==> src/hdl/customInstruction_settings.svh <==
`ifndef CUSTOM_INSTRUCTION_SETTINGS_SVH
`define CUSTOM_INSTRUCTION_SETTINGS_SVH

// ====================
// Data path widths.
// ====================
`define CI_DATA_WIDTH 32
`define CI_ID_WIDTH 8

// Instruction numbers claimed by this unit.
`define CI_SWAP_BYTE_ID 1
`define CI_DELAY_ID 6

// Operations buffered between decoder and execution stage.
`define CI_QUEUE_DEPTH 4

// System clocks in one microsecond.
`define CI_CLOCKS_PER_MICROSECOND 10

`endif

==> src/hdl/ciRequestPkg.sv <==
`include "customInstruction_settings.svh"

package ciRequestPkg;

  // ====================
  // Operand word.
  // ====================

  // One word seen as a count or as four bytes.
  typedef union packed {
    logic [`CI_DATA_WIDTH-1:0] word;
    logic [3:0][7:0]           bytes;
  } ciOperand_t;

  // What the processor hands over.
  typedef struct packed {
    logic [`CI_ID_WIDTH-1:0] instructionNumber;
    ciOperand_t              operandA;
    ciOperand_t              operandB;
  } ciRequest_t;

  // ====================
  // Decoded operation.
  // ====================
  typedef enum logic [1:0] {
    opSwapByte = 2'd0,
    opDelay    = 2'd1,
    opIllegal  = 2'd2
  } ciOperation_t;

  typedef struct packed {
    ciOperation_t operation;
    ciOperand_t   operandA;
    ciOperand_t   operandB;
  } ciDecoded_t;

endpackage

==> src/hdl/ciResultPkg.sv <==
`include "customInstruction_settings.svh"

package ciResultPkg;

  // ====================
  // Result returned.
  // ====================

  // Illegal is set for instruction numbers nobody claims.
  typedef struct packed {
    logic [`CI_DATA_WIDTH-1:0] word;
    logic                      illegal;
  } ciResult_t;

endpackage

==> src/hdl/ciRequestDecoder.sv <==
`include "customInstruction_settings.svh"

module ciRequestDecoder (
  input  logic                     s_systemClock,
  input  logic                     s_pllLocked,
  input  logic                     requestValid,
  output logic                     requestReady,
  input  ciRequestPkg::ciRequest_t request,
  output logic                     decodedValid,
  input  logic                     decodedReady,
  output ciRequestPkg::ciDecoded_t decoded
);

  ciRequestPkg::ciOperation_t nextOperation;
  logic                       requestAccepted;

  // Register is free when empty or drained this cycle.
  assign requestReady    = ~decodedValid | decodedReady;
  assign requestAccepted = requestValid & requestReady;

  // Only this block decides what is illegal.
  always_comb begin
    case (request.instructionNumber)
      `CI_ID_WIDTH'(`CI_SWAP_BYTE_ID): nextOperation = ciRequestPkg::opSwapByte;
      `CI_ID_WIDTH'(`CI_DELAY_ID):     nextOperation = ciRequestPkg::opDelay;
      default:                         nextOperation = ciRequestPkg::opIllegal;
    endcase
  end

  // ====================
  // Output stage.
  // ====================
  always_ff @(posedge s_systemClock or negedge s_pllLocked) begin
    if (!s_pllLocked) begin
      decodedValid <= 1'b0;
    end else if (requestAccepted) begin
      decodedValid <= 1'b1;
    end else if (decodedReady) begin
      decodedValid <= 1'b0;
    end
  end

  always_ff @(posedge s_systemClock) begin
    if (requestAccepted) begin
      decoded.operation <= nextOperation;
      decoded.operandA  <= request.operandA;
      decoded.operandB  <= request.operandB;
    end
  end

endmodule

==> src/hdl/ciQueue.sv <==
`include "customInstruction_settings.svh"

module ciQueue #(
  parameter int DEPTH = `CI_QUEUE_DEPTH
) (
  input  logic                     s_systemClock,
  input  logic                     s_pllLocked,
  input  logic                     writeValid,
  output logic                     writeReady,
  input  ciRequestPkg::ciDecoded_t writeData,
  output logic                     readValid,
  input  logic                     readReady,
  output ciRequestPkg::ciDecoded_t readData
);

  localparam int ADDR_WIDTH = $clog2(DEPTH);
  localparam logic [ADDR_WIDTH:0] FULL_COUNT = (ADDR_WIDTH + 1)'(DEPTH);

  ciRequestPkg::ciDecoded_t memory [DEPTH];
  logic [ADDR_WIDTH-1:0]    writePointer;
  logic [ADDR_WIDTH-1:0]    readPointer;
  logic [ADDR_WIDTH:0]      count;
  logic                     push;
  logic                     pop;

  assign writeReady = (count != FULL_COUNT);
  assign readValid  = (count != '0);
  assign readData   = memory[readPointer];

  assign push = writeValid & writeReady;
  assign pop  = readValid & readReady;

  // ====================
  // Pointers and fill level.
  // ====================

  // Depth is a power of two, so pointers wrap on their own.
  always_ff @(posedge s_systemClock or negedge s_pllLocked) begin
    if (!s_pllLocked) begin
      writePointer <= '0;
      readPointer  <= '0;
      count        <= '0;
    end else begin
      if (push) begin
        writePointer <= writePointer + 1'b1;
      end
      if (pop) begin
        readPointer <= readPointer + 1'b1;
      end
      case ({push, pop})
        2'b10:   count <= count + 1'b1;
        2'b01:   count <= count - 1'b1;
        default: count <= count;
      endcase
    end
  end

  // Storage.
  always_ff @(posedge s_systemClock) begin
    if (push) begin
      memory[writePointer] <= writeData;
    end
  end

endmodule

==> src/hdl/microsecondTimer.sv <==
`include "customInstruction_settings.svh"

module microsecondTimer (
  input  logic s_systemClock,
  input  logic s_pllLocked,
  input  logic restart,
  output logic tick
);

  localparam int COUNT_WIDTH = $clog2(`CI_CLOCKS_PER_MICROSECOND + 1);
  localparam logic [COUNT_WIDTH-1:0] LAST_COUNT =
    COUNT_WIDTH'(`CI_CLOCKS_PER_MICROSECOND - 1);

  logic [COUNT_WIDTH-1:0] counter;

  // Tick in the last clock of each microsecond.
  assign tick = (counter == LAST_COUNT);

  always_ff @(posedge s_systemClock or negedge s_pllLocked) begin
    if (!s_pllLocked) begin
      counter <= '0;
    end else if (restart || tick) begin
      counter <= '0;
    end else begin
      counter <= counter + 1'b1;
    end
  end

endmodule

==> src/hdl/ciExecute.sv <==
`include "customInstruction_settings.svh"

module ciExecute (
  input  logic                     s_systemClock,
  input  logic                     s_pllLocked,
  input  logic                     operationValid,
  output logic                     operationReady,
  input  ciRequestPkg::ciDecoded_t operation,
  output logic                     resultValid,
  input  logic                     resultReady,
  output ciResultPkg::ciResult_t   result
);

  logic                       delayBusy;
  logic [`CI_DATA_WIDTH-1:0]  delayCount;
  logic                       pop;
  logic                       timerRestart;
  logic                       microsecondTick;
  ciRequestPkg::ciOperand_t   swapped;

  // One operation at a time, and only with an empty result register.
  assign operationReady = ~delayBusy & ~resultValid;
  assign pop            = operationValid & operationReady;
  assign timerRestart   = pop;

  microsecondTimer u_microsecondTimer (
    .s_systemClock(s_systemClock),
    .s_pllLocked  (s_pllLocked),
    .restart      (timerRestart),
    .tick         (microsecondTick)
  );

  // ====================
  // Byte swap.
  // ====================
  always_comb begin
    if (operation.operandB.word[0]) begin
      // Swap within each halfword.
      swapped.bytes[3] = operation.operandA.bytes[2];
      swapped.bytes[2] = operation.operandA.bytes[3];
      swapped.bytes[1] = operation.operandA.bytes[0];
      swapped.bytes[0] = operation.operandA.bytes[1];
    end else begin
      // Full reversal.
      swapped.bytes[3] = operation.operandA.bytes[0];
      swapped.bytes[2] = operation.operandA.bytes[1];
      swapped.bytes[1] = operation.operandA.bytes[2];
      swapped.bytes[0] = operation.operandA.bytes[3];
    end
  end

  // ====================
  // Control.
  // ====================
  always_ff @(posedge s_systemClock or negedge s_pllLocked) begin
    if (!s_pllLocked) begin
      delayBusy   <= 1'b0;
      resultValid <= 1'b0;
    end else begin
      if (resultValid && resultReady) begin
        resultValid <= 1'b0;
      end
      if (pop) begin
        if (operation.operation != ciRequestPkg::opDelay ||
            operation.operandA.word == '0) begin
          resultValid <= 1'b1;
        end else begin
          delayBusy <= 1'b1;
        end
      end else if (delayBusy && microsecondTick && delayCount == 1) begin
        delayBusy   <= 1'b0;
        resultValid <= 1'b1;
      end
    end
  end

  // Count and result payload.
  always_ff @(posedge s_systemClock) begin
    if (pop) begin
      delayCount <= operation.operandA.word;
      case (operation.operation)
        ciRequestPkg::opSwapByte: result <= '{word: swapped.word, illegal: 1'b0};
        ciRequestPkg::opDelay:    result <= '{word: '0, illegal: 1'b0};
        default:                  result <= '{word: '0, illegal: 1'b1};
      endcase
    end else if (delayBusy && microsecondTick) begin
      delayCount <= delayCount - 1'b1;
    end
  end

endmodule

==> src/hdl/customInstructionUnit.sv <==
module customInstructionUnit (
  input  logic                     s_systemClock,
  input  logic                     s_pllLocked,
  input  logic                     requestValid,
  output logic                     requestReady,
  input  ciRequestPkg::ciRequest_t request,
  output logic                     resultValid,
  input  logic                     resultReady,
  output ciResultPkg::ciResult_t   result
);

  // Decoder to queue.
  logic                     decodedValid;
  logic                     decodedReady;
  ciRequestPkg::ciDecoded_t decoded;

  // Queue to execution stage.
  logic                     operationValid;
  logic                     operationReady;
  ciRequestPkg::ciDecoded_t operation;

  ciRequestDecoder u_requestDecoder (
    .s_systemClock(s_systemClock),
    .s_pllLocked  (s_pllLocked),
    .requestValid (requestValid),
    .requestReady (requestReady),
    .request      (request),
    .decodedValid (decodedValid),
    .decodedReady (decodedReady),
    .decoded      (decoded)
  );

  ciQueue u_queue (
    .s_systemClock(s_systemClock),
    .s_pllLocked  (s_pllLocked),
    .writeValid   (decodedValid),
    .writeReady   (decodedReady),
    .writeData    (decoded),
    .readValid    (operationValid),
    .readReady    (operationReady),
    .readData     (operation)
  );

  ciExecute u_execute (
    .s_systemClock (s_systemClock),
    .s_pllLocked   (s_pllLocked),
    .operationValid(operationValid),
    .operationReady(operationReady),
    .operation     (operation),
    .resultValid   (resultValid),
    .resultReady   (resultReady),
    .result        (result)
  );

endmodule

==> config.mk <==
export PLATFORM = sky130hd
export DESIGN_NAME = customInstructionUnit
export DESIGN_NICKNAME = d
export VERILOG_FILES = /design/src/hdl/ciRequestPkg.sv /design/src/hdl/ciResultPkg.sv /design/src/hdl/ciRequestDecoder.sv /design/src/hdl/ciQueue.sv /design/src/hdl/microsecondTimer.sv /design/src/hdl/ciExecute.sv /design/src/hdl/customInstructionUnit.sv
export VERILOG_INCLUDE_DIRS = /design/src /design/src/hdl
export SDC_FILE = /design/constraint.sdc
export NUM_CORES = 1
export LEC_CHECK = 0
export BUFFER_PORTS_ARGS = -buffer_cell sky130_fd_sc_hd__buf_2
export CAP_MARGIN = 20
export CORE_MARGIN = 2
export CORE_UTILIZATION = 55
export CTS_CLUSTER_DIAMETER = 60
export DETAILED_ROUTE_END_ITERATION = 7
export PLACE_DENSITY = 0.82
export SYNTH_ARGS = -nofsm -noshare
export SYNTH_HDL_FRONTEND = slang
export SYNTH_SLANG_ARGS = --single-unit
export TNS_END_PERCENT = 1
==> constraint.sdc <==
create_clock -name s_systemClock -period 4.16 [get_ports s_systemClock]
set_input_delay 1.248 -clock s_systemClock [delete_from_list [all_inputs] [get_ports s_systemClock]]
set_output_delay 1.248 -clock s_systemClock [all_outputs]
set_load 0.05 [all_outputs]
Word-level counts from Yosys, hierarchy flattened
Memory sizes are Yosys's and may differ from the RTL's. Cells that the tools add are included.

Multiplexer cells: 18. Equality and inequality tests: 10. Reduce and logical (&&, ||, !) cells: 13. Bitwise logic cells: 8. Add/subtract/negate cells: 6.

Operator list (number): 32-bit two-way mux (3); 33-bit case mux with 2 select lines (1); 32-bit by 1-bit == test with 1-bit output (second input constant) (1); 32-bit zero test (1); 32-bit by 1-bit subtractor with 32-bit output (second input constant) (1); 1-bit two-way mux (11); 8-bit by 1-bit == test with 1-bit output (second input constant) (1); 8-bit by 3-bit == test with 1-bit output (second input constant) (1); 2-bit nonzero test (4); 3-bit case mux with 2 select lines (1); 2-bit by 1-bit adder with 2-bit output (second input constant) (2); 4-bit by 1-bit adder with 4-bit output (second input constant) (1); 1-bit bitwise AND (4); 2-bit by 1-bit == test with 1-bit output (second input constant) (2); 4-bit == test (second input constant) (1); 4-bit two-way mux (1); 2-bit case mux with 2 select lines (1); 3-bit by 1-bit adder with 3-bit output (second input constant) (1); 1-bit logical AND (3); 3-bit != test (second input constant) (1); 1-bit inverter (3); 3-bit nonzero test (1); 3-bit by 1-bit subtractor with 3-bit output (second input constant) (1); 2-bit == test (second input constant) (1); 6 further kinds (7).

Memories kept: 1. Output and inout bits: 35. Memory bits (writable): 264. Flip-flop bits (word level): 145. Word-level logic and storage cells: 69. Bits of input ports: 76.

Memories: u_queue.memory (words 4, width 66, read ports 1, clocked after memory_dff 0, wr ports 1, line ciQueue.sv:19) `ciRequestPkg::ciDecoded_t memory [DEPTH];`.

Longest topological paths before layout
Gate-level depths: netlist of run 1.

Word-level depth: 5. Gate-level depth with buffers: 11. Depth with buffers taken out: 9.

Cells and area by module
From an unflattened synthesis of run 1, not the netlist that was laid out.

Cell total of the unflattened synthesis: 814. Area total of the unflattened synthesis: 15837.7 um2.

By module, submodules not included: ciQueue (cells each 382, area each 9950.8 um2, sequential area each 8102.8 um2, instances 1); ciExecute (cells each 337, area each 3616.0 um2, sequential area each 2001.9 um2, instances 1); ciRequestDecoder (cells each 75, area each 2067.0 um2, sequential area each 2006.9 um2, instances 1); microsecondTimer (cells each 20, area each 203.9 um2, sequential area each 100.1 um2, instances 1).

Least setup slack after synthesis of run 1
OpenSTA, ideal clock, no wires.

Kind: register to register. Start point: reg u_execute.resultValid. End point: reg u_queue.count[2]. Data arrival time: 3.545 ns. Stages on the path, launching flop included: 11. Setup slack: 0.536 ns. Required time: 4.081 ns. Period minus slack after synthesis: 3.624 ns. Library setup time: 0.079 ns. Path buffers: 2. Cells stage by stage: dfrtp_1 -> or3_1 -> clkbuf_1 -> clkinv_1 -> clkbuf_1 -> ha_1 -> inv_1 -> fa_1 -> xor2_1 -> nor2_1 -> xor2_1.

Word-level cells in the longest chain between the ends: 5. Elaborated cells between the ends (all ways): 7. Those cells by class: eq/ne: 2; mux: 1; bitwise: 3; reduce/logical: 1.

Ends and longest elaborated chain: from (decl) (line ciExecute.sv:9) `output logic resultValid,`; from (signal assigned) (line ciExecute.sv:58) `resultValid <= 1'b0;`; from (signal assigned) (line ciExecute.sv:61) `resultValid <= 1'b0;`; from (signal assigned) (line ciExecute.sv:66) `resultValid <= 1'b1;`; 1-bit inverter * (line ciExecute.sv:22) `assign operationReady = ~delayBusy & ~resultValid;`; 1-bit bitwise AND * (line ciExecute.sv:22); 1-bit bitwise AND *; net u_execute.pop (line ciExecute.sv:16) `logic pop;`; 2-bit by 1-bit == test with 1-bit output / 2-bit == test (equally long branches) (line ciQueue.sv:50) `case ({push, pop})`; 3-bit case mux with 2 select lines / 2-bit nonzero test (equally long branches); to (signal assigned) (line ciQueue.sv:51) `2'b10: count <= count + 1'b1;`; to (signal assigned) (line ciQueue.sv:52) `2'b01: count <= count - 1'b1;`; to (signal assigned) (line ciQueue.sv:53) `default: count <= count;`; to (decl) (line ciQueue.sv:22) `logic [ADDR_WIDTH:0] count;`.

Mark *: on every way through the listed nets, which the timed path passes. The rest lies on a longest branch. A chain may end at the register's enable or synchronous reset.

Final worst setup path of run 1
Start point: reg u_queue.readPointer[0]. End point: reg u_execute.delayBusy.

Word-level cells in the longest chain between the ends: 5. Elaborated cells between the ends (all ways): 6. Those cells by class: eq/ne: 2; reduce/logical: 3; memory: 1.

Ends and longest elaborated chain: from (decl) (line ciQueue.sv:21) `logic [ADDR_WIDTH-1:0] readPointer;`; from (signal assigned) (line ciQueue.sv:48) `readPointer <= readPointer + 1'b1;`; memory read 4 x 66 bit *; 32-bit zero test / 2-bit by 1-bit != test with 1-bit output (equally long branches) (line ciExecute.sv:65, ciExecute.sv:64); 1-bit logical OR * (line ciExecute.sv:64) `if (operation.operation != ciRequestPkg::opDelay ||`; 2-bit != test (no source line) *; 2-bit AND reduction (no source line) *; to (signal assigned) (line ciExecute.sv:57) `delayBusy <= 1'b0;`; to (signal assigned) (line ciExecute.sv:68) `delayBusy <= 1'b1;`; to (signal assigned) (line ciExecute.sv:71) `delayBusy <= 1'b0;`; to (decl) (line ciExecute.sv:14) `logic delayBusy;`.

Mark *: on every way between the ends. The rest lies on a longest branch, timed or not.

==> flow_metrics.tcl, run 1 <==
set metrics [dict create \
    yosysSeqAreaShare_pct 73.1 \
    cp.required_ns 4.53 \
    crit_fanout 23 \
    critPathCaptureType "register" \
    setup_violations 0 \
    port_buffers 79 \
    worstHoldEndpoint "u_queue.memory[3][33]" \
    root_buffer "clkbuf_16" \
    dp_hpwl_mm 12.9 \
    ff2ff_path_depth 6 \
    layout-drive-gt1-share_pct 23.1 \
    cts_buffers 24 \
    core_area_sq_um 18600 \
    synth_cell_types 42 \
    syn_area_sq_um 10300 \
    drc 0 \
    hold-worst-slack_ns 0.491 \
    slew_violations 0 \
    worstMarginPinSlew_ns 1.09 \
    antenna_found_initial 0 \
    yosysTopAreaCell "edfxtp_1" \
    avgRoutedWirePerCell_microns 21.0 \
    tns_ns 0 \
    htree_levels 1 \
    nets 787 \
    ys.flop_type "edfxtp_1" \
    status "completed" \
    synth-edff-count 240 \
    fp.dieArea_sq_um 19900 \
    cp_data_arrival_time_ns 3.36 \
    first_global_vias 5920 \
    area_growth_pct 13.5 \
    track_usage_pct 20.5 \
    p_leak_uw 0.00404 \
    start_util_pct 55.6 \
    synth_area_leaders "edfxtp_1 (70%), mux4_2 (7.6%), dfrtp_1 (3.4%), mux2i_1 (3.3%), nor2_1 (1.7%)" \
    drtPass1Iterations 5 \
    die_h_microns 141 \
    cts_tree "built" \
    clock-sinks 254 \
    peakVddDrop_mv 0.361 \
    num_vias 5705 \
    syn_nets 696 \
    synth_top_area_share_pct 69.7 \
    rsz0062_at_grt "no" \
    synth-seq-cells 254 \
    path_clk_slew_ns 0.06 \
    yosysWarningCount 0 \
    io_pins 111 \
    ant_nets 0 \
    synth_area_per_cell_sq_um 16.9 \
    rows 50 \
    gr-total-overflow 0 \
    power_density_nw_per_um2 768 \
    worstSetupStartpointType "register" \
    hold_viol_final 0 \
    routed_wirelength_mm 20.0 \
    holdCritStartpoint "u_requestDecoder.decoded[33]" \
    synth_most_common_cell "edfxtp_1" \
    insertion_delay_ns 0.51 \
    min_period_ns 3.00 \
    first_iter_violations 556 \
    stdcell_area_sq_um 11700 \
    cts_buffer_depth 3 \
    dpl-instance-area_sq_um 11000 \
    cts_setup_buffers 0 \
    min_path_type "reg2reg" \
    ys_async_sr_fraction_pct 5.51 \
    syn_inst 610 \
    period_share_pct 72.1 \
    gp_congestion 0.900 \
    relSlewSlack_pct 27.3 \
    max_cap_violations 0 \
    critical_path_class "reg2reg" \
    grt_pass1_wl_mm 31.6 \
    fp.dieW_microns 141 \
    skew_ns 0.00932 \
    worstReg2RegEnd "u_execute.delayBusy" \
    p_total_uw 9020 \
    viasPerCell 5.99 \
    cts_hold_buf 0 \
    yosys-top-cells-count "edfxtp_1 (240), nor2_1 (48), nand2_1 (43), mux4_2 (35), mux2i_1 (34)" \
    diodes 0 \
    r2r_slack_ns 1.16 \
    grt_start_max_net_pins 95 \
    cts_resized 0 \
    clock.fmax_mhz 333 \
    min_path_cells 0 \
    r2r_start "u_queue.readPointer[0]" \
]
[registers in the layout (all words and copies together), names as in the netlist]
signal,count
u_requestDecoder.decodedValid,1
u_execute.u_microsecondTimer.counter,4
u_execute.delayCount,32
u_queue.readPointer,2
u_execute.result,33
u_execute.resultValid,1
u_queue.writePointer,2
u_queue.count,3
u_queue.memory,140
u_requestDecoder.decoded,35
u_execute.delayBusy,1
[cell usage in the layout, fill, tap and decap left out, types with 7 or more instances in the layout]
master	instances
mux2i_1	34
clkinv_1	7
o21ai_0	28
clkbuf_16	25
dfrtp_1	13
xnor2_1	17
buf_2	79
ha_1	9
nor3_1	14
inv_1	11
xor2_1	17
mux4_2	35
nor4_1	13
nand2_1	43
nor2_1	48
edfxtp_1	240
buf_4	12
[cell type report]
| class | count | area [sq um] |
|---|---|---|
| inverter | 12 | 45.0 |
| multi-input combinational | 318 | 2620 |
| timing repair buffer | 91 | 485 |
| fill | 1236 | 6850 |
| tap | 234 | 293 |
| clock buffer | 29 | 641 |
| sequential | 254 | 7560 |
| clock inverter | 14 | 86.3 |
[worst max-delay path, cell delays in order (launching register included)]
cell and delay (ns):
dfrtp_2 0.88, buf_4 0.36, mux4_2 0.59, nor4_1 0.27, nand2_1 0.13, nor4_1 0.44, o22ai_1 0.17
[cells by family (layout without fill, tap and decap cells)]
| logic type | after synthesis | in the layout | share of synthesized area [%] |
|---|---|---|---|
| flip-flops | 254 | 254 | 73.1 |
| XOR/XNOR | 34 | 34 | 2.88 |
| multiplexers | 69 | 69 | 10.9 |
| AO/OA/AOI/OAI | 43 | 43 | 2.31 |
| adder cells (fa/ha/maj) | 10 | 10 | 1.28 |
| AND/OR/NAND/NOR | 162 | 162 | 7.98 |
| buffers and inverters | 38 | 146 | 1.49 |
[stage by stage]
stage,cells,setup WS [ns],utilization (%)
floorplan,610,0.536,-
global placement,909,1.23,59.2
detailed placement,909,1.20,59.2
CTS,952,1.12,63.1
global route,952,0.932,63.1
finish,952,1.16,63.1
[metal layers]
metal  global-route usage, %  up-vias  wire length (microns)  part of all wire (%)
met5                       0        -                      0                     0
met4                    6.21        0                    593                   3.0
met3                    3.29       53                   1460                   7.3
met2                    35.6      253                  10300                    51
met1                    27.1     2861                   7710                    38
li1                        -     2538                      -                     -
[report_power, final]
part           internal [uW]  switching, uW
clock network           1150            868
logic                   1030           1880
registers               3680            407
total                   5860           3160
[how the worst max path moves through the flow]
stage / start / endpoint / slack [ns] / depth (start not counted)
finish: u_queue.readPointer[0] / u_execute.delayBusy / 1.16 / 6
global route: u_queue.readPointer[0] / u_execute.delayBusy / 0.93 / 6
CTS: u_queue.readPointer[0] / u_execute.delayBusy / 1.12 / 6
detailed placement: u_queue.readPointer[0] / u_execute.result[6] / 1.20 / 4
global placement: u_queue.readPointer[0] / u_execute.result[6] / 1.23 / 4
floorplan: u_execute.resultValid / u_queue.count[2] / 0.54 / 10
Note: power is estimated with default switching activity, not from simulation.
==> run 2, diff against run 1 <==
clock period = 3.1 ns   (was 4.16 ns; I/O delays follow)
==> flow_metrics.tcl, run 2 (synthesis gave the netlist of run 1 again) <==
set metrics [dict create \
    status "completed" \
    fill_cells 1206 \
    fp.dieW_microns 141 \
    cts_hold_buf 0 \
    root_buffer "clkbuf_16" \
    antenna_found_initial 0 \
    crit_fanout 37 \
    min_period_ns 2.76 \
    worstMarginPinSlew_ns 1.09 \
    die_h_microns 141 \
    met2WireLength_mm 10.1 \
    worstSetupStartpointType "register" \
    gp_congestion 0.924 \
    fin_cells 953 \
    insertion_delay_ns 0.52 \
    peakVddDrop_mv 0.548 \
    routed_wirelength_mm 20.4 \
    viasPerCell 6.06 \
    period_share_pct 89.0 \
    first_iter_violations 542 \
    grt_start_max_net_pins 95 \
    critPathCaptureType "register" \
    drtPass1Iterations 5 \
    cts_buffer_depth 3 \
    dpl-instance-area_sq_um 11000 \
    route.met3.wl_mm 1.57 \
    p_leak_uw 0.00410 \
    clkPwrFrac_pct 25.2 \
    grt_pass1_wl_mm 31.9 \
    worst_slack_ns 0.341 \
    gr-total-overflow 0 \
    core_area_sq_um 18600 \
    tns_ns 0 \
    comb_power_share_pct 32.2 \
    fp.dieArea_sq_um 19900 \
    min_path_type "in2async" \
    skew_ns 0.0128 \
    largest_reg_flops 140 \
    cts_tree "built" \
    stdcell_area_sq_um 11900 \
    fin_util_pct 64.0 \
    preCtsSetupSlack_ns 0.515 \
    p_int_uw 8300 \
    max_cap_violations 0 \
    p_sw_uw 4300 \
    dp_hpwl_mm 12.8 \
    cp_data_arrival_time_ns 3.12 \
    rows 50 \
    critical_path_class "reg2reg" \
    nets 787 \
    start_util_pct 55.6 \
    port_buffers 79 \
    cts_setup_buffers 0 \
    final_cell_mix "edfxtp_1 (240), buf_2 (79), nor2_1 (48)" \
    power_density_nw_per_um2 1060 \
    clock-sinks 254 \
    relSlewSlack_pct 27.6 \
    ant_nets 0 \
    diodes 0 \
    area_growth_pct 15.1 \
    sw_frac_of_total_pct 34.1 \
    cp.required_ns 3.46 \
    dpl.cell_count 909 \
    cts_resized 0 \
    io_pins 111 \
    drc 0 \
    rsz0062_at_grt "no" \
    top_layer "met4" \
    regMostFlops "u_queue.memory" \
    hold_viol_final 0 \
    layout-drive-gt1-share_pct 23.5 \
    p_seq_share_pct 42.6 \
    setup_violations 0 \
    top_regs "u_queue.memory x140, u_requestDecoder.decoded x35, u_execute.result x33" \
    track_usage_pct 20.7 \
    final_common_cell "edfxtp_1" \
    wl_met1_mm 8.06 \
    first_global_vias 5971 \
    clock.fmax_mhz 362 \
    num_vias 5772 \
    path_clk_slew_ns 0.06 \
    avgRoutedWirePerCell_microns 21.5 \
    htree_levels 1 \
    cts_buffers 24 \
    slew_violations 0 \
]
-- run 2: final timing paths --
check | startpoint | end | slack [ns] | cells after the start
worst max-delay path | u_queue.readPointer[0] | u_execute.delayBusy | 0.34 | 6
min in group s_systemClock | u_requestDecoder.decoded[32] | u_queue.memory[1][32] | 0.49 | 0
worst min register to register | u_requestDecoder.decoded[32] | u_queue.memory[1][32] | 0.49 | 0
worst min-delay path | s_pllLocked | u_execute.u_microsecondTimer.counter[1] | 0.31 | 1
max in group asynchronous | s_pllLocked | u_queue.readPointer[0] | 2.53 | 1
worst max register to register | u_queue.readPointer[0] | u_execute.delayBusy | 0.34 | 6
-- run 2: layout make-up --
cell class                 count  area, sq um  area share [%]
multi-input combinational    318         2620            22.1
tap                          234          293            2.46
sequential                   254         7560            63.6
clock inverter                16          223            1.87
inverter                      12         45.0           0.379
timing repair buffer          91          510            4.29
clock buffer                  28          637            5.36
-- run 2: stage by stage --
step | hold WS, ns | power [uW]
2_1_floorplan | 0.459 | 8250
3_5_place_dp | 0.481 | 9420
6_report | 0.308 | 12600
3_3_place_gp | 0.466 | 9180
5_1_grt | 0.319 | 13100
4_1_cts | 0.311 | 12600
-- run 2: power groups by stage --
stage,sequential (uW),clock [uW],combinational (uW)
global route,5440,3350,4330
global placement,5330,0,3850
finish,5370,3170,4050
detailed placement,5420,0,4000
CTS,5360,3200,4060
floorplan,5740,0,2500
-- run 2: critical path, cell delays in order, from the launching register on --
cell and delay, ns:
dfrtp_2 0.38, buf_12 0.27, mux4_2 0.64, nor4_1 0.42, nand2_1 0.18, nor4_1 0.49, o22ai_1 0.17
-- run 2: metal layers --
layer / track usage [%] / vias to the layer above
li1: - / 2536
met2: 33.6 / 279
met1: 27.6 / 2904
met5: 0 / -
met3: 4.11 / 53
met4: 9.11 / 0
